==> src/design/color_proc_pkg.sv <==
// fixed 160x120 rgb444 image geometry; widths below only hold for these sizes and 8 bins
package color_proc_pkg;

  // full image size, one memory word per pixel
  localparam int img_cols = 160;
  localparam int img_rows = 120;
  localparam int img_pxls = img_cols * img_rows;

  // border removed on each side before counting
  localparam int outframe_cols = 16;
  localparam int outframe_rows = 8;

  // inner frame that feeds the histogram, 128 x 104
  localparam int inframe_cols = img_cols - 2 * outframe_cols;
  localparam int inframe_rows = img_rows - 2 * outframe_rows;

  // column histogram, 8 bins of 16 columns each
  localparam int hist_bins = 8;
  localparam int bin_cols  = inframe_cols / hist_bins;

  // width of one color channel
  localparam int chan_bits = 4;

  // 19200 words need 15 address bits
  typedef logic [14:0] pxl_addr_t;

  // column 0..159 and row 0..119
  typedef logic [7:0] col_t;
  typedef logic [6:0] row_t;

  // bin index 0..7, bin 0 is the leftmost
  typedef logic [2:0] bin_t;

  // one bin holds at most 104 x 16 = 1664
  typedef logic [10:0] hist_val_t;

  // all bins together hold at most 128 x 104 = 13312
  typedef logic [13:0] pxl_count_t;

  typedef logic [chan_bits-1:0] chan_t;

  // red [11:8], green [7:4], blue [3:0]
  typedef logic [3*chan_bits-1:0] pxl_t;

  localparam pxl_t black_pxl = '0;

  // one bit per channel, red is the msb
  typedef enum logic [2:0] {
    mode_none    = 3'b000,
    mode_red     = 3'b100,
    mode_green   = 3'b010,
    mode_blue    = 3'b001,
    mode_yellow  = 3'b110,
    mode_magenta = 3'b101,
    mode_cyan    = 3'b011,
    mode_white   = 3'b111
  } filter_mode_t;

  // no filter out of reset
  localparam filter_mode_t filter_mode_reset = mode_none;

endpackage

==> src/design/color_classifier.sv <==
// purely combinational; ratio thresholds are fixed at two to one with a tolerance of one step
`timescale 1ns/1ps

module color_classifier
  import color_proc_pkg::*;
(
  input  pxl_t         orig_pxl_i,
  input  filter_mode_t filter_mode_i,
  output logic         pass_o,
  output pxl_t         proc_pxl_o
);

  chan_t red;
  chan_t grn;
  chan_t blu;

  // x_dom_y: channel x is roughly twice channel y or more
  logic red_dom_grn;
  logic red_dom_blu;
  logic grn_dom_red;
  logic grn_dom_blu;
  logic blu_dom_red;
  logic blu_dom_grn;

  // per-color decisions
  logic red_ok;
  logic grn_ok;
  logic blu_ok;
  logic yel_ok;
  logic mag_ok;
  logic cya_ok;
  logic whi_ok;

  // half of a, rounded down, against b minus one
  // b of zero wraps to 15, so nothing dominates a zero channel by accident
  function automatic logic dominates(input chan_t a, input chan_t b);
    chan_t half_a;
    chan_t b_dec;
    half_a = a >> 1;
    b_dec  = b - 1'b1;
    return half_a >= b_dec;
  endfunction

  // channel split, red in the high nibble
  assign red = orig_pxl_i[3*chan_bits-1:2*chan_bits];
  assign grn = orig_pxl_i[2*chan_bits-1:chan_bits];
  assign blu = orig_pxl_i[chan_bits-1:0];

  assign red_dom_grn = dominates(red, grn);
  assign red_dom_blu = dominates(red, blu);
  assign grn_dom_red = dominates(grn, red);
  assign grn_dom_blu = dominates(grn, blu);
  assign blu_dom_red = dominates(blu, red);
  assign blu_dom_grn = dominates(blu, grn);

  // primaries, one channel above both others
  assign red_ok = red_dom_grn && red_dom_blu;
  assign grn_ok = grn_dom_red && grn_dom_blu;
  assign blu_ok = blu_dom_red && blu_dom_grn;

  // secondaries, two channels over the third and close to each other
  assign yel_ok = red_dom_blu && grn_dom_blu && !red_dom_grn && !grn_dom_red;
  assign mag_ok = red_dom_grn && blu_dom_grn && !red_dom_blu && !blu_dom_red;
  assign cya_ok = grn_dom_red && blu_dom_red && !grn_dom_blu && !blu_dom_grn;

  // white, all balanced and not too dark
  // red level alone is taken as the brightness check
  assign whi_ok = !red_dom_grn && !grn_dom_red &&
                  !red_dom_blu && !blu_dom_red &&
                  !grn_dom_blu && !blu_dom_grn &&
                  (red > chan_t'(3));

  always_comb begin
    case (filter_mode_i)
      mode_red:     pass_o = red_ok;
      mode_green:   pass_o = grn_ok;
      mode_blue:    pass_o = blu_ok;
      mode_yellow:  pass_o = yel_ok;
      mode_magenta: pass_o = mag_ok;
      mode_cyan:    pass_o = cya_ok;
      mode_white:   pass_o = whi_ok;
      // no filter, everything passes
      default:      pass_o = 1'b1;
    endcase
  end

  // rejected pixels are blacked out in the processed image
  assign proc_pxl_o = pass_o ? orig_pxl_i : black_pxl;

endmodule

==> src/design/color_proc_top.sv <==
// scans one frame at one pixel per clock with no back-pressure; memories are outside this block
`timescale 1ns/1ps

module color_proc_top
  import color_proc_pkg::*;
(
  input  logic                      clk,
  input  logic                      rst,
  input  logic                      new_frame_i,
  input  logic                      proc_ctrl_i,
  input  pxl_t                      orig_pxl_i,
  output pxl_addr_t                 orig_addr_o,
  output logic                      proc_we_o,
  output pxl_addr_t                 proc_addr_o,
  output pxl_t                      proc_pxl_o,
  output logic                      new_frame_proc_o,
  output hist_val_t [0:hist_bins-1] hist_bins_o,
  output pxl_count_t                colorpxls_o,
  output filter_mode_t              filter_mode_o
);

  // tags aligned with orig_pxl_i
  logic         pxl_valid;
  logic         in_frame;
  logic         last_pxl;
  bin_t         bin;
  // classifier result for the current pixel
  logic         pass;
  filter_mode_t filter_mode;

  frame_scanner u_scanner (
    .clk         (clk),
    .rst         (rst),
    .new_frame_i (new_frame_i),
    .orig_addr_o (orig_addr_o),
    .proc_we_o   (proc_we_o),
    .proc_addr_o (proc_addr_o),
    .pxl_valid_o (pxl_valid),
    .in_frame_o  (in_frame),
    .last_pxl_o  (last_pxl),
    .bin_o       (bin)
  );

  filter_mode_select u_mode_select (
    .clk           (clk),
    .rst           (rst),
    .proc_ctrl_i   (proc_ctrl_i),
    .filter_mode_o (filter_mode)
  );

  color_classifier u_classifier (
    .orig_pxl_i    (orig_pxl_i),
    .filter_mode_i (filter_mode),
    .pass_o        (pass),
    .proc_pxl_o    (proc_pxl_o)
  );

  histogram_counter u_histogram (
    .clk              (clk),
    .rst              (rst),
    .pxl_valid_i      (pxl_valid),
    .in_frame_i       (in_frame),
    .pass_i           (pass),
    .last_pxl_i       (last_pxl),
    .bin_i            (bin),
    .hist_bins_o      (hist_bins_o),
    .colorpxls_o      (colorpxls_o),
    .new_frame_proc_o (new_frame_proc_o)
  );

  assign filter_mode_o = filter_mode;

endmodule

==> src/design/filter_mode_select.sv <==
// proc_ctrl_i may be asynchronous and bouncing is not filtered; each clean rise steps the mode
`timescale 1ns/1ps

module filter_mode_select
  import color_proc_pkg::*;
(
  input  logic         clk,
  input  logic         rst,
  input  logic         proc_ctrl_i,
  output filter_mode_t filter_mode_o
);

  logic ctrl_s1;
  logic ctrl_s2;
  logic step;

  // two flop synchronizer
  always_ff @(posedge clk or posedge rst) begin
    if (rst) begin
      ctrl_s1 <= 1'b0;
      ctrl_s2 <= 1'b0;
    end else begin
      ctrl_s1 <= proc_ctrl_i;
      ctrl_s2 <= ctrl_s1;
    end
  end

  // one cycle pulse per rise, however long the button is held
  assign step = ctrl_s1 && !ctrl_s2;

  // order: none, red, green, blue, yellow, magenta, cyan, white
  always_ff @(posedge clk or posedge rst) begin
    if (rst) begin
      filter_mode_o <= filter_mode_reset;
    end else if (step) begin
      case (filter_mode_o)
        mode_none:    filter_mode_o <= mode_red;
        mode_red:     filter_mode_o <= mode_green;
        mode_green:   filter_mode_o <= mode_blue;
        mode_blue:    filter_mode_o <= mode_yellow;
        mode_yellow:  filter_mode_o <= mode_magenta;
        mode_magenta: filter_mode_o <= mode_cyan;
        mode_cyan:    filter_mode_o <= mode_white;
        default:      filter_mode_o <= mode_none;
      endcase
    end
  end

endmodule

==> src/design/frame_scanner.sv <==
// needs a memory with exactly one cycle read latency; new_frame_i is ignored while a scan runs
`timescale 1ns/1ps

module frame_scanner
  import color_proc_pkg::*;
(
  input  logic      clk,
  input  logic      rst,
  input  logic      new_frame_i,
  output pxl_addr_t orig_addr_o,
  output logic      proc_we_o,
  output pxl_addr_t proc_addr_o,
  output logic      pxl_valid_o,
  output logic      in_frame_o,
  output logic      last_pxl_o,
  output bin_t      bin_o
);

  logic      scanning;
  pxl_addr_t addr_cnt;
  col_t      col_cnt;
  row_t      row_cnt;
  logic      end_frame;
  logic      end_line;
  // tag stage, lined up with the pixel coming back from memory
  logic      valid_q;
  logic      last_q;
  col_t      col_q;
  row_t      row_q;
  col_t      col_inner;

  assign end_frame = (addr_cnt == pxl_addr_t'(img_pxls - 1));
  assign end_line  = (col_cnt == col_t'(img_cols - 1));

  // idle/scan state plus address, column and row counters
  always_ff @(posedge clk or posedge rst) begin
    if (rst) begin
      scanning <= 1'b0;
      addr_cnt <= '0;
      col_cnt  <= '0;
      row_cnt  <= '0;
    end else if (scanning) begin
      if (end_frame) begin
        // back to idle, counters ready for the next frame
        scanning <= 1'b0;
        addr_cnt <= '0;
        col_cnt  <= '0;
        row_cnt  <= '0;
      end else begin
        addr_cnt <= addr_cnt + 1'b1;
        if (end_line) begin
          col_cnt <= '0;
          row_cnt <= row_cnt + 1'b1;
        end else begin
          col_cnt <= col_cnt + 1'b1;
        end
      end
    end else if (new_frame_i) begin
      scanning <= 1'b1;
    end
  end

  // whole position delayed by the memory latency, not just the column
  always_ff @(posedge clk or posedge rst) begin
    if (rst) begin
      valid_q <= 1'b0;
      last_q  <= 1'b0;
      col_q   <= '0;
      row_q   <= '0;
    end else begin
      valid_q <= scanning;
      last_q  <= scanning && end_frame;
      col_q   <= col_cnt;
      row_q   <= row_cnt;
    end
  end

  // write address trails the read address by one cycle
  always_ff @(posedge clk) begin
    proc_addr_o <= addr_cnt;
  end

  // inner frame is columns 16..143 and rows 8..111
  assign in_frame_o = (col_q >= outframe_cols) && (col_q < outframe_cols + inframe_cols) &&
                      (row_q >= outframe_rows) && (row_q < outframe_rows + inframe_rows);

  // bin only meaningful inside the inner frame
  assign col_inner = col_q - col_t'(outframe_cols);
  assign bin_o     = bin_t'(col_inner / bin_cols);

  assign orig_addr_o = addr_cnt;
  // write strobe and pixel valid share the delayed scan flag
  assign proc_we_o   = valid_q;
  assign pxl_valid_o = valid_q;
  assign last_pxl_o  = last_q;

endmodule

==> src/design/histogram_counter.sv <==
// results only update at frame end; an aborted frame would leave the running counts stale
`timescale 1ns/1ps

module histogram_counter
  import color_proc_pkg::*;
(
  input  logic                        clk,
  input  logic                        rst,
  input  logic                        pxl_valid_i,
  input  logic                        in_frame_i,
  input  logic                        pass_i,
  input  logic                        last_pxl_i,
  input  bin_t                        bin_i,
  output hist_val_t [0:hist_bins-1]   hist_bins_o,
  output pxl_count_t                  colorpxls_o,
  output logic                        new_frame_proc_o
);

  // running counts for the frame in progress
  hist_val_t [0:hist_bins-1] bin_cnt;
  pxl_count_t                total_cnt;

  // counts including the current pixel
  hist_val_t [0:hist_bins-1] bin_next;
  pxl_count_t                total_next;

  logic hit;

  // pixel is counted only when valid, inside the inner frame and passing
  assign hit = pxl_valid_i && in_frame_i && pass_i;

  always_comb begin
    for (int i = 0; i < hist_bins; i++) begin
      // only the addressed bin moves
      bin_next[i] = bin_cnt[i] + hist_val_t'(hit && (bin_i == bin_t'(i)));
    end
    total_next = total_cnt + pxl_count_t'(hit);
  end

  always_ff @(posedge clk or posedge rst) begin
    if (rst) begin
      bin_cnt          <= '0;
      total_cnt        <= '0;
      hist_bins_o      <= '0;
      colorpxls_o      <= '0;
      new_frame_proc_o <= 1'b0;
    end else begin
      // done pulse one cycle after the last tag
      new_frame_proc_o <= last_pxl_i;
      if (last_pxl_i) begin
        // hold this frame, the last pixel included
        hist_bins_o <= bin_next;
        colorpxls_o <= total_next;
        // start clean for the next frame
        bin_cnt     <= '0;
        total_cnt   <= '0;
      end else begin
        bin_cnt   <= bin_next;
        total_cnt <= total_next;
      end
    end
  end

endmodule

==> config.mk <==
export PLATFORM = sky130hd
export DESIGN_NAME = color_proc_top
export DESIGN_NICKNAME = d
export VERILOG_FILES = /design/src/design/color_proc_pkg.sv /design/src/design/color_classifier.sv /design/src/design/color_proc_top.sv /design/src/design/filter_mode_select.sv /design/src/design/frame_scanner.sv /design/src/design/histogram_counter.sv
export SDC_FILE = /design/constraint.sdc
export NUM_CORES = 1
export LEC_CHECK = 0
export ABC_AREA = 1
export BUFFER_PORTS_ARGS = -buffer_cell sky130_fd_sc_hd__buf_2
export CORE_MARGIN = 2
export CORE_UTILIZATION = 57
export DETAILED_ROUTE_END_ITERATION = 16
export GPL_TIMING_DRIVEN = 0
export PLACE_DENSITY = 0.79
export SLEW_MARGIN = 20
export SYNTH_ARGS = -nofsm -noshare
export SYNTH_HDL_FRONTEND = slang
export SYNTH_SLANG_ARGS = --single-unit
==> constraint.sdc <==
create_clock -name clk -period 8.2 [get_ports clk]
set_input_delay 0.41 -clock clk [delete_from_list [all_inputs] [get_ports clk]]
set_output_delay 0.41 -clock clk [all_outputs]
set_load 0.005 [all_outputs]
# ---- Word-level counts from Yosys, hierarchy flattened
# Cells that the tools add are included.
dict set report op_classes {
  n_addsub 16
  multipliers 0
  div 0
  magnitude_cmp 11
  n_eq_ne 16
  n_shift 0
  n_mux 13
  bitwise_logic 0
  n_reduce_logical 44
}
# operator n
set ops {}
lappend ops {{11-bit by 1-bit adder with 11-bit output} 8}
lappend ops {{88-bit two-way mux} 1}
lappend ops {{1-bit logical AND} 33}
lappend ops {{3-bit equality test (second input constant)} 8}
lappend ops {{3-bit by 4-bit greater-or-equal comparator with 1-bit output} 6}
lappend ops {{3-bit one-hot mux with 7 select lines} 1}
lappend ops {{8-bit two-way mux} 2}
lappend ops {{15-bit by 1-bit adder with 15-bit output (second input constant)} 1}
lappend ops {{15-bit equality test (second input constant)} 1}
lappend ops {{15-bit two-way mux} 1}
lappend ops {{14-bit by 1-bit adder with 14-bit output} 1}
lappend ops {{14-bit two-way mux} 1}
lappend ops {{7-bit two-way mux} 2}
lappend ops {{3-bit by 2-bit equality test with 1-bit output (second input constant)} 4}
lappend ops {{12-bit two-way mux} 1}
lappend ops {{4-bit by 1-bit subtractor with 4-bit output (second input constant)} 3}
lappend ops {{8-bit by 1-bit adder with 8-bit output (second input constant)} 1}
lappend ops {{8-bit equality test (second input constant)} 1}
lappend ops {{8-bit by 5-bit greater-or-equal comparator with 1-bit output (second input constant)} 1}
lappend ops {{8-bit less-than comparator (second input constant)} 1}
lappend ops {{7-bit by 1-bit adder with 7-bit output (second input constant)} 1}
lappend ops {{7-bit by 4-bit greater-or-equal comparator with 1-bit output (second input constant)} 1}
lappend ops {{1-bit zero test} 7}
lappend ops {{7-bit less-than comparator (second input constant)} 1}
lappend ops {{other kinds (8)} 12}
dict set report word_totals {
  register_bits 273
  latchBits 0
  ram_bits 0
  mem_bits_ro 0
  input_bits 16
  out_inout_bits 149
  n_memories 0
}

# ---- Longest topological paths before layout
# Gate-level depths: netlist (run 1).
dict set report logic_depth {
  ltp_word 14
  mapped_depth 31
  depth_no_buf 31
}

# ---- Hierarchy
# From an unflattened synthesis (run 1), not the netlist that was laid out.
dict set report hier_totals {
  hier_cells 1466
  area_unflattened_um2 12794.8
}
# module n_inst cells_per_inst area_each_um2 seq_area_each_um2
set modules_own_cells {}
lappend modules_own_cells {histogram_counter 1 1012 9147.5 5129.9}
lappend modules_own_cells {frame_scanner 1 282 2558.7 1426.4}
lappend modules_own_cells {color_classifier 1 145 869.6 0.0}
lappend modules_own_cells {filter_mode_select 1 27 219.0 125.1}

# ---- Least setup slack after synthesis (run 1)
# No wires, ideal clock.
dict set report synth_timing {
  path_type {in2reg}
  from {input orig_pxl_i[4]}
  to {register u_histogram.hist_bins_o[87] (netlist bit)}
  arrival_ns 3.240
  setup_slack_ns 4.877
  cell_stages 29
  n_path_buf 0
  cell_sequence {inv_1 -> ha_1 -> ha_1 -> nand2_1 -> nand2_1 -> nand2_1 -> nand2_1 -> nand2_1 -> nand2_1 -> inv_1 -> nand2_1 -> nand2_1 -> nand2_1 -> nand2_1 -> inv_1 -> nand2_1 -> nand2_2 -> nor2_1 -> ha_1 -> ha_1 -> nand2_1 -> nor2_1 -> nand2_1 -> nor2_1 -> nand3_1 -> nand3b_1 -> xnor2_1 -> inv_1 -> o21ai_0}
}
dict set report synth_between {
  elab_chain_len 13
}
# element line_no
set synth_rtl {}
lappend synth_rtl {{start, declared} color_proc_top.sv:11} ;# input pxl_t orig_pxl_i,
lappend synth_rtl {{4-bit by 1-bit subtractor with 4-bit output (*)} color_classifier.sv:40} ;# b_dec = b - 1'b1;
lappend synth_rtl {{3-bit by 4-bit greater-or-equal comparator with 1-bit output} color_classifier.sv:41} ;# return half_a >= b_dec;
lappend synth_rtl {{1-bit zero test} {color_classifier.sv:62, color_classifier.sv:68}}
lappend synth_rtl {{1-bit logical AND (2 in a row)} color_classifier.sv:68} ;# assign whi_ok = !red_dom_grn && !grn_dom_red &&
lappend synth_rtl {{1-bit logical AND (2 in a row)} color_classifier.sv:69} ;# !red_dom_blu && !blu_dom_red &&
lappend synth_rtl {{1-bit logical AND (2 in a row)} color_classifier.sv:70} ;# !grn_dom_blu && !blu_dom_grn &&
lappend synth_rtl {{1-bit one-hot mux with 7 select lines (*)} color_classifier.sv:74} ;# case (filter_mode_i)
lappend synth_rtl {{1-bit logical AND (*)} histogram_counter.sv:30} ;# assign hit = pxl_valid_i && in_frame_i && pass_i;
lappend synth_rtl {{1-bit logical AND (*)} histogram_counter.sv:35} ;# bin_next[i] = bin_cnt[i] + hist_val_t'(hit && (bin_i == bin_t'(i)));
lappend synth_rtl {{11-bit by 1-bit adder with 11-bit output (*)} histogram_counter.sv:35}
lappend synth_rtl {{end signal, assigned} histogram_counter.sv:52} ;# hist_bins_o <= bin_next;
lappend synth_rtl {{end, declared} histogram_counter.sv:14} ;# output hist_val_t [0:hist_bins-1] hist_bins_o,
# Mark *: on every way between the ends. The rest lies on a longest branch, timed or not.
# A chain may end at the register's enable or synchronous reset.

# ---- Worst setup path in the final report (run 1)
dict set report layout_timing {
  from {input orig_pxl_i[9]}
  to {register u_histogram.hist_bins_o[54] (netlist bit)}
}
dict set report layout_between {
  elab_chain_len 13
}
# element line_no
set layout_rtl {}
lappend layout_rtl {{4-bit by 1-bit subtractor with 4-bit output} color_classifier.sv:40}
lappend layout_rtl {{3-bit by 4-bit greater-or-equal comparator with 1-bit output} color_classifier.sv:41}
lappend layout_rtl {{1-bit zero test} {color_classifier.sv:62, color_classifier.sv:68}}
lappend layout_rtl {{1-bit logical AND (2 in a row)} color_classifier.sv:68}
lappend layout_rtl {{1-bit logical AND (2 in a row)} color_classifier.sv:69}
lappend layout_rtl {{1-bit logical AND (2 in a row)} color_classifier.sv:70}
lappend layout_rtl {{1-bit one-hot mux with 7 select lines (*)} color_classifier.sv:74}
lappend layout_rtl {{1-bit logical AND (*)} histogram_counter.sv:30}
lappend layout_rtl {{1-bit logical AND (*)} histogram_counter.sv:35}
lappend layout_rtl {{11-bit by 1-bit adder with 11-bit output (*)} histogram_counter.sv:35}
# Marked as above.

==> flow_summary.json, run 1 <==
{
  "crit_start": "orig_pxl_i[9]",
  "critPathCapture": "u_histogram.hist_bins_o[54]$_DFFE_PP0P_",
  "top_layer_used": "met4",
  "routabilityCongestion": 0.842,
  "setup_violations": 0,
  "finalCritPeriodShare_pct": 44.0,
  "avgRoutedWirePerCell_um": 14.4,
  "status": "complete, no violations",
  "crit_arrival_ns": 4.01,
  "worstMarginPinSlew_ns": 0.631,
  "switching_power_mw": 0.614,
  "tns_ns": 0,
  "grt_pass1_wl_mm": 42.6,
  "grt_max_degree": 94,
  "synth_seq_cells": 266,
  "drtIter0Drc": 432,
  "htreeDepth": 1,
  "fin_ws_ns": 4.59,
  "power_frac_comb_pct": 5.8,
  "required_ns": 8.60,
  "place_ws_ns": 4.08,
  "wl_met1_mm": 11.1,
  "finalCriticalPeriod_ns": 3.61,
  "crit_chain": "buf_2, inv_1, ha_1, ha_1, nand2_1, nand2_1, nand2_1, a21oi_1, nand2_1, nand3_1, nand2_1, nand2_1, inv_1, nand2_1, nand2_2, nor2_1, ha_1, ha_1, nand2_1, nor3_1, nand3_1, nand3b_1, xor2_1, o21ai_0",
  "max_freq_mhz": 277,
  "fin_nets": 1523,
  "clkSinkCount": 266,
  "peakVddDrop_v": 0.000178,
  "yosys_warnings": 0,
  "grt_pass1_vias": 8938,
  "clkTransAtPathRegs_ns": 0.06,
  "wl_met2_mm": 12.1,
  "skew_ns": 0.0193,
  "root_buffer": "clkbuf_16",
  "fin_area_sq_mm": 0.0138,
  "syn-cell-area_sq_mm": 0.0116,
  "portBuffers": 164,
  "die-area_sq_mm": 0.0216,
  "initial_core_util_pct": 57.9,
  "powerDensity_mw_per_mm2": 196,
  "die_h_um": 147,
  "crit_top_cell": "nand2_1",
  "drc": 0,
  "worstSkewPairLatency_ns": 0.54,
  "wl_met3_mm": 1.51,
  "place_hpwl_mm": 17.6,
  "syn_area_per_cell_sq_um": 9.19,
  "mappedNetlistNets": 1325,
  "rr_startpoint": "u_mode_select.filter_mode_o[2]$_DFFE_PP0P_",
  "pwr-share-clk_pct": 44.9,
  "cp-end-kind": "flop",
  "rrSetupSlack_ns": 4.91,
  "viasPerCell": 5.11,
  "hp-class": "in2reg",
  "die_w_um": 147,
  "layout-area-overhead-vs-synth_pct": 18.3,
  "power.total_mw": 2.70,
  "relSlewSlack_pct": 57.9,
  "cts_made_buffers": 28,
  "crit_type": "in2reg",
  "start_kind": "input port",
  "hold_violations": 0,
  "fillers": 1549,
  "drv_cap": 0,
  "core-area_sq_mm": 0.0201,
  "clockBufferDepth": 3,
  "grt_antenna_before_repair": 0,
  "slowest_delay_ns": 0.32,
  "reg2reg_depth": 18,
  "netSwitchingFraction_pct": 22.7,
  "drt_wl_total_mm": 25.2,
  "postRouteAntennaNets": 0,
  "layout_common_cells": "dfrtp_1, nand2_1, nor2_1, buf_2, inv_1",
  "rows": 52,
  "rsz0062_at_grt": "false",
  "cellLeakagePower_nw": 7.21,
  "syn_inst": 1266,
  "dpl_cell_area_sq_mm": 0.0129,
  "synth.distinct_cells": 37,
  "cpMaxStageDelayCell": "nor3_1",
  "final_common_cell": "dfrtp_1",
  "num_vias": 8960,
  "cts_tree": "yes",
  "synth_seq_area_share_pct": 56.6,
  "p_int_mw": 2.09,
  "critPathMaxFanout": 9,
  "power_frac_seq_pct": 49.2,
  "reg2reg_to": "u_histogram.hist_bins_o[54]$_DFFE_PP0P_",
  "grt-ovfl-total": 0,
  "drv_slew": 0,
  "grtUsageTotal_pct": 24.1,
  "drive_gt1_share_pct": 16.4,
  "fin_util_pct": 68.5,
  "dr.pass1.iters": 5,
  "antenna_cells": 0,
  "io_pins": 165
}
## synthesized netlist by cell type (all sizes together)
cell    count  area (sq um)
and3        2          12.5
buf         7          56.3
dfrtp     251          6280
o21a        1          7.51
nor3       10          65.1
nand3      59           305
nand4      10          62.6
inv       148           556
xnor2      33           289
dfxtp      15           300
a31oi       2          12.5
nor3b       1          7.51
o22ai       1          6.26
nand3b      5          37.5
nor2      195           759
a22oi       1          7.51
nor4        7          50.1
ha         43           538
a211oi      1          7.51
a21oi      15          82.6
a31o        1          8.76
nand2     251           975
clkbuf     31           116
xor2       55           482
o21ai     121           606
## worst min-delay path by stage
stage                                    from                                     end  cells after the start
2_1_floorplan  u_scanner.last_pxl_o$_DFF_PP0_  u_histogram.new_frame_proc_o$_DFF_PP0_                      0
3_3_place_gp   u_scanner.last_pxl_o$_DFF_PP0_  u_histogram.new_frame_proc_o$_DFF_PP0_                      0
3_5_place_dp     u_scanner.scanning$_DFF_PP0_           u_scanner.proc_we_o$_DFF_PP0_                      0
4_1_cts                           new_frame_i            u_scanner.scanning$_DFF_PP0_                      3
5_1_grt                           new_frame_i            u_scanner.scanning$_DFF_PP0_                      3
6_report                          new_frame_i            u_scanner.scanning$_DFF_PP0_                      3
## per-layer routing
layer,global-route usage (%),vias to the layer above
met4,6.36,0
met3,4.01,42
met5,0,-
met1,32.9,4314
met2,40.5,227
li1,-,4377
## cell families (layout without fill, tap and decap cells)
kind of cell | after synthesis | count (layout) | synth area share (%)
AND/OR/NAND/NOR | 540 | 540 | 19.6
flip-flops | 266 | 266 | 56.6
buffers and inverters | 186 | 402 | 6.26
AO/OA/AOI/OAI | 143 | 143 | 6.35
XOR/XNOR | 88 | 88 | 6.63
adder cells (fa/ha/maj) | 43 | 43 | 4.63
## area by class of cell
| type | instances | area (sq um) | share of cell area, % |
|---|---|---|---|
| Sequential cell | 266 | 6580 | 47.8 |
| Clock buffer | 40 | 807 | 5.86 |
| Tap cell | 270 | 338 | 2.45 |
| Buffer | 38 | 173 | 1.25 |
| Timing Repair Buffer | 168 | 896 | 6.51 |
| Clock inverter | 8 | 82.6 | 0.600 |
| Inverter | 148 | 563 | 4.09 |
| Multi-Input combinational cell | 814 | 4320 | 31.4 |
## timing repair
action                                  4_1_cts  5_1_grt
buffers inserted                              0        0
hold buffers                                  2        0
hold endpoints to repair                     30        0
gates resized for setup                       0        0
endpoints found under the setup margin        0        0
## per-stage QoR
| stage | hold WS [ns] | std cells |
|---|---|---|
| after floorplan | 0.352 | 1266 |
| after CTS | 0.0751 | 1752 |
| after global placement | 0.359 | 1700 |
| after global routing | 0.0966 | 1752 |
| after detailed placement | 0.366 | 1702 |
| final | 0.0853 | 1752 |
## registers in the layout (all words and copies together) (netlist names)
signal	count
u_histogram.bin_cnt	88
u_histogram.hist_bins_o	88
u_scanner.orig_addr_o	15
u_scanner.proc_addr_o	15
u_histogram.colorpxls_o	14
u_histogram.total_cnt	14
u_scanner.col_cnt	8
u_scanner.row_cnt	7
u_scanner.col_q	4
u_scanner.row_q	4
u_mode_select.filter_mode_o	3
u_histogram.new_frame_proc_o	1
u_mode_select.ctrl_s1	1
u_mode_select.ctrl_s2	1
u_scanner.last_pxl_o	1
u_scanner.proc_we_o	1
u_scanner.scanning	1
## power groups by stage
stage / sequential [mW] / combinational (mW) / clock [mW]
6_report: 1.33 / 0.158 / 1.21
5_1_grt: 1.33 / 0.180 / 1.29
4_1_cts: 1.33 / 0.160 / 1.23
3_5_place_dp: 1.35 / 0.158 / 0
3_3_place_gp: 1.36 / 0.149 / 0
2_1_floorplan: 1.35 / 0.100 / 0
## worst max-delay path, delay by kind of cell
family | cells | cell delay, ns
compound gates | 2 | 0.33
buf+inv | 3 | 0.31
simple gates | 14 | 1.76
fa+ha+maj | 4 | 1.00
xor+xnor | 1 | 0.18
(Power assumes the default switching activity.)
==> inputs of run 2 (changes only) <==
Settings changed: ABC_AREA 1 to 0, CORE_UTILIZATION 57 to 51, PLACE_DENSITY 0.79 to 0.75.
Clock period 8.2 ns to 3.18 ns, I/O delays scaled along.
==> flow_summary.json, run 2 <==
{
  "status": "complete, no violations",
  "wl_met1_mm": 10.9,
  "p_int_mw": 5.81,
  "required_ns": 3.57,
  "rsz0062_at_grt": "true",
  "routabilityCongestion": 0.796,
  "portBuffers": 164,
  "switching_power_mw": 1.99,
  "clkSinkCount": 266,
  "grt_pass1_vias": 8439,
  "synth_edf_count": 0,
  "clkTransAtPathRegs_ns": 0.06,
  "setup_violations": 0,
  "initial_core_util_pct": 51.7,
  "peakVddDrop_v": 0.000592,
  "die-area_sq_mm": 0.0232,
  "fin_util_pct": 65.7,
  "num_vias": 8223,
  "grt_antenna_before_repair": 0,
  "fillers": 1705,
  "synth.distinct_cells": 51,
  "synth_seq_area_share_pct": 58.7,
  "powerDensity_mw_per_mm2": 547,
  "mappedNetlistNets": 1104,
  "worstMarginPinSlew_ns": 0.723,
  "crit_arrival_ns": 3.47,
  "avgRoutedWirePerCell_um": 16.3,
  "cts_made_buffers": 28,
  "top_layer_used": "met4",
  "place_hpwl_mm": 18.3,
  "antenna_cells": 0,
  "core-area_sq_mm": 0.0217,
  "grt_max_degree": 35,
  "drtIter0Drc": 290,
  "hp-class": "in2async",
  "layout-area-overhead-vs-synth_pct": 27.0,
  "drv_cap": 0,
  "dr.pass1.iters": 4,
  "syn-cell-area_sq_mm": 0.0112,
  "grt_pass1_wl_mm": 42.6,
  "synth-async-reset-ratio_pct": 94.4,
  "rr_startpoint": "u_mode_select.filter_mode_o[2]$_DFFE_PP0P_",
  "pwr-share-clk_pct": 39.7,
  "cellLeakagePower_nw": 6.57,
  "final_common_cell": "dfrtp_1",
  "wl_met2_mm": 12.7,
  "synth_seq_cells": 266,
  "clockBufferDepth": 3,
  "max_freq_mhz": 325,
  "drive_gt1_share_pct": 26.5,
  "worstSkewPairLatency_ns": 0.54,
  "drt_wl_total_mm": 25.6,
  "synthFlopType": "dfrtp_1",
  "relSlewSlack_pct": 51.8,
  "cp-end-kind": "flop",
  "synth_common_cells": "dfrtp_1, nor2_1, a21oi_1",
  "fin_nets": 1325,
  "crit_type": "in2reg",
  "yosys_warnings": 0,
  "power_frac_seq_pct": 48.2,
  "place_ws_ns": -0.843,
  "cts_tree": "yes",
  "drc": 0,
  "synth_most_common_cell": "dfrtp_1",
  "htreeDepth": 1,
  "viasPerCell": 5.25,
  "tns_ns": 0,
  "syn_inst": 1045,
  "drv_slew": 0,
  "root_buffer": "clkbuf_16",
  "skew_ns": 0.0226,
  "power_frac_comb_pct": 12.1,
  "io_pins": 165,
  "synth_top_cell_area_share_pct": 56.0,
  "layout_common_cells": "dfrtp_1, nor2_1, buf_2, a21oi_1, xor2_1",
  "grtUsageTotal_pct": 22.3,
  "rows": 54,
  "hold_violations": 0,
  "yosys.area.top_type": "dfrtp_1",
  "wl_met3_mm": 1.51,
  "postRouteAntennaNets": 0,
  "reg2reg_depth": 14,
  "syn_area_per_cell_sq_um": 10.7,
  "grt-ovfl-total": 0,
  "die_w_um": 152,
  "ys_top_cells_by_area": "dfrtp_1, nor2_1, xor2_1",
  "rrSetupSlack_ns": 0.18,
  "fin_ws_ns": 0.104,
  "finalCriticalPeriod_ns": 3.08,
  "start_kind": "input port",
  "reg.largest.list": "u_histogram.bin_cnt x88, u_histogram.hist_bins_o x88",
  "netSwitchingFraction_pct": 25.5,
  "reg2reg_to": "u_histogram.hist_bins_o[32]$_DFFE_PP0P_",
  "critPathMaxFanout": 8,
  "die_h_um": 152,
  "finalCritPeriodShare_pct": 96.7
}
[run 2: changes by cell type after synthesis, moves of 18 or more]
cell | before | now
inv_1 | 145 | 14
a21oi_1 | 13 | 92
and3_1 | 2 | 24
nand2_1 | 242 | 39
nor2_1 | 188 | 212
mux2_2 | 0 | 18
nor2b_1 | 0 | 21
o21ai_0 | 119 | 11
[run 2: logic make-up (layout without fill, tap and decap cells)]
family,Yosys count,count (layout),synth area share [%]
adder cells (fa/ha/maj),43,43,4.79
flip-flops,266,266,58.7
buffers and inverters,54,296,1.92
XOR/XNOR,112,112,8.81
multiplexers,19,19,1.90
AO/OA/AOI/OAI,124,124,6.04
AND/OR/NAND/NOR,427,427,17.9
[run 2: through the flow]
step	hold slack (ns)	instances	total power [mW]	area (sq um)
floorplan	0.190	1045	4.28	11500
global placement	0.269	1489	4.58	12700
detailed placement	0.241	1498	4.65	12900
CTS	0.211	1557	7.80	13900
global route	0.257	1567	8.15	14200
finish	0.217	1567	7.80	14200
[run 2: worst max-delay path: stages]
cell and delay [ns]:
buf_8 0.11, inv_6 0.06, ha_4 0.21, ha_4 0.16, or3b_4 0.40, a21oi_4 0.18
o32ai_4 0.11, o31ai_2 0.28, a31oi_1 0.09, o211ai_2 0.23, buf_6 0.15, and4_4 0.26
ha_4 0.16, ha_4 0.14, nand3_4 0.08, nor2_4 0.13, and3_4 0.21, nand3_4 0.08
xor2_2 0.19, a21oi_1 0.08
[run 2: layout make-up]
class	instances	area (sq um)	area share, %
Sequential cell	266	6580	46.2
Multi-Input combinational cell	725	4960	34.8
Timing Repair Buffer	193	1210	8.53
Clock buffer	39	812	5.70
Tap cell	280	350	2.46
Buffer	38	158	1.11
Inverter	14	88.8	0.623
Clock inverter	12	80.1	0.562
[run 2: power by group through the flow]
stage          clock network [mW]  logic (mW)  registers, mW
2_1_floorplan                   0       0.531           3.75
3_3_place_gp                    0       0.822           3.76
3_5_place_dp                    0       0.879           3.77
4_1_cts                      3.16       0.892           3.74
5_1_grt                      3.30        1.06           3.78
6_report                     3.09       0.945           3.76
[run 2: metal layers]
layer	vias up	global-route usage [%]
li1	3964	-
met1	4032	29.7
met2	194	37.9
met3	33	4.52
met4	0	5.34
met5	-	0
[run 2: repair_timing]
| action | in CTS | in global routing |
|---|---|---|
| setup buffers | 7 | 10 |
| endpoints found under the hold margin | 21 | 0 |
| pin swaps | 10 | 17 |
| resized for setup | 12 | 50 |
| hold buffers | 3 | 0 |
| setup endpoints to repair | 45 | 80 |
[run 2: worst max-delay path by stage]
stage | startpoint | cells past startpoint | to
after floorplan | rst | 1 | u_histogram.bin_cnt[0]$_DFF_PP0_
after global placement | rst | 2 | u_histogram.hist_bins_o[38]$_DFFE_PP0P_
after detailed placement | orig_pxl_i[4] | 20 | u_histogram.hist_bins_o[32]$_DFFE_PP0P_
after CTS | orig_pxl_i[0] | 19 | u_histogram.hist_bins_o[87]$_DFFE_PP0P_
after global routing | orig_pxl_i[5] | 20 | u_histogram.hist_bins_o[87]$_DFFE_PP0P_
final | orig_pxl_i[5] | 20 | u_histogram.hist_bins_o[32]$_DFFE_PP0P_
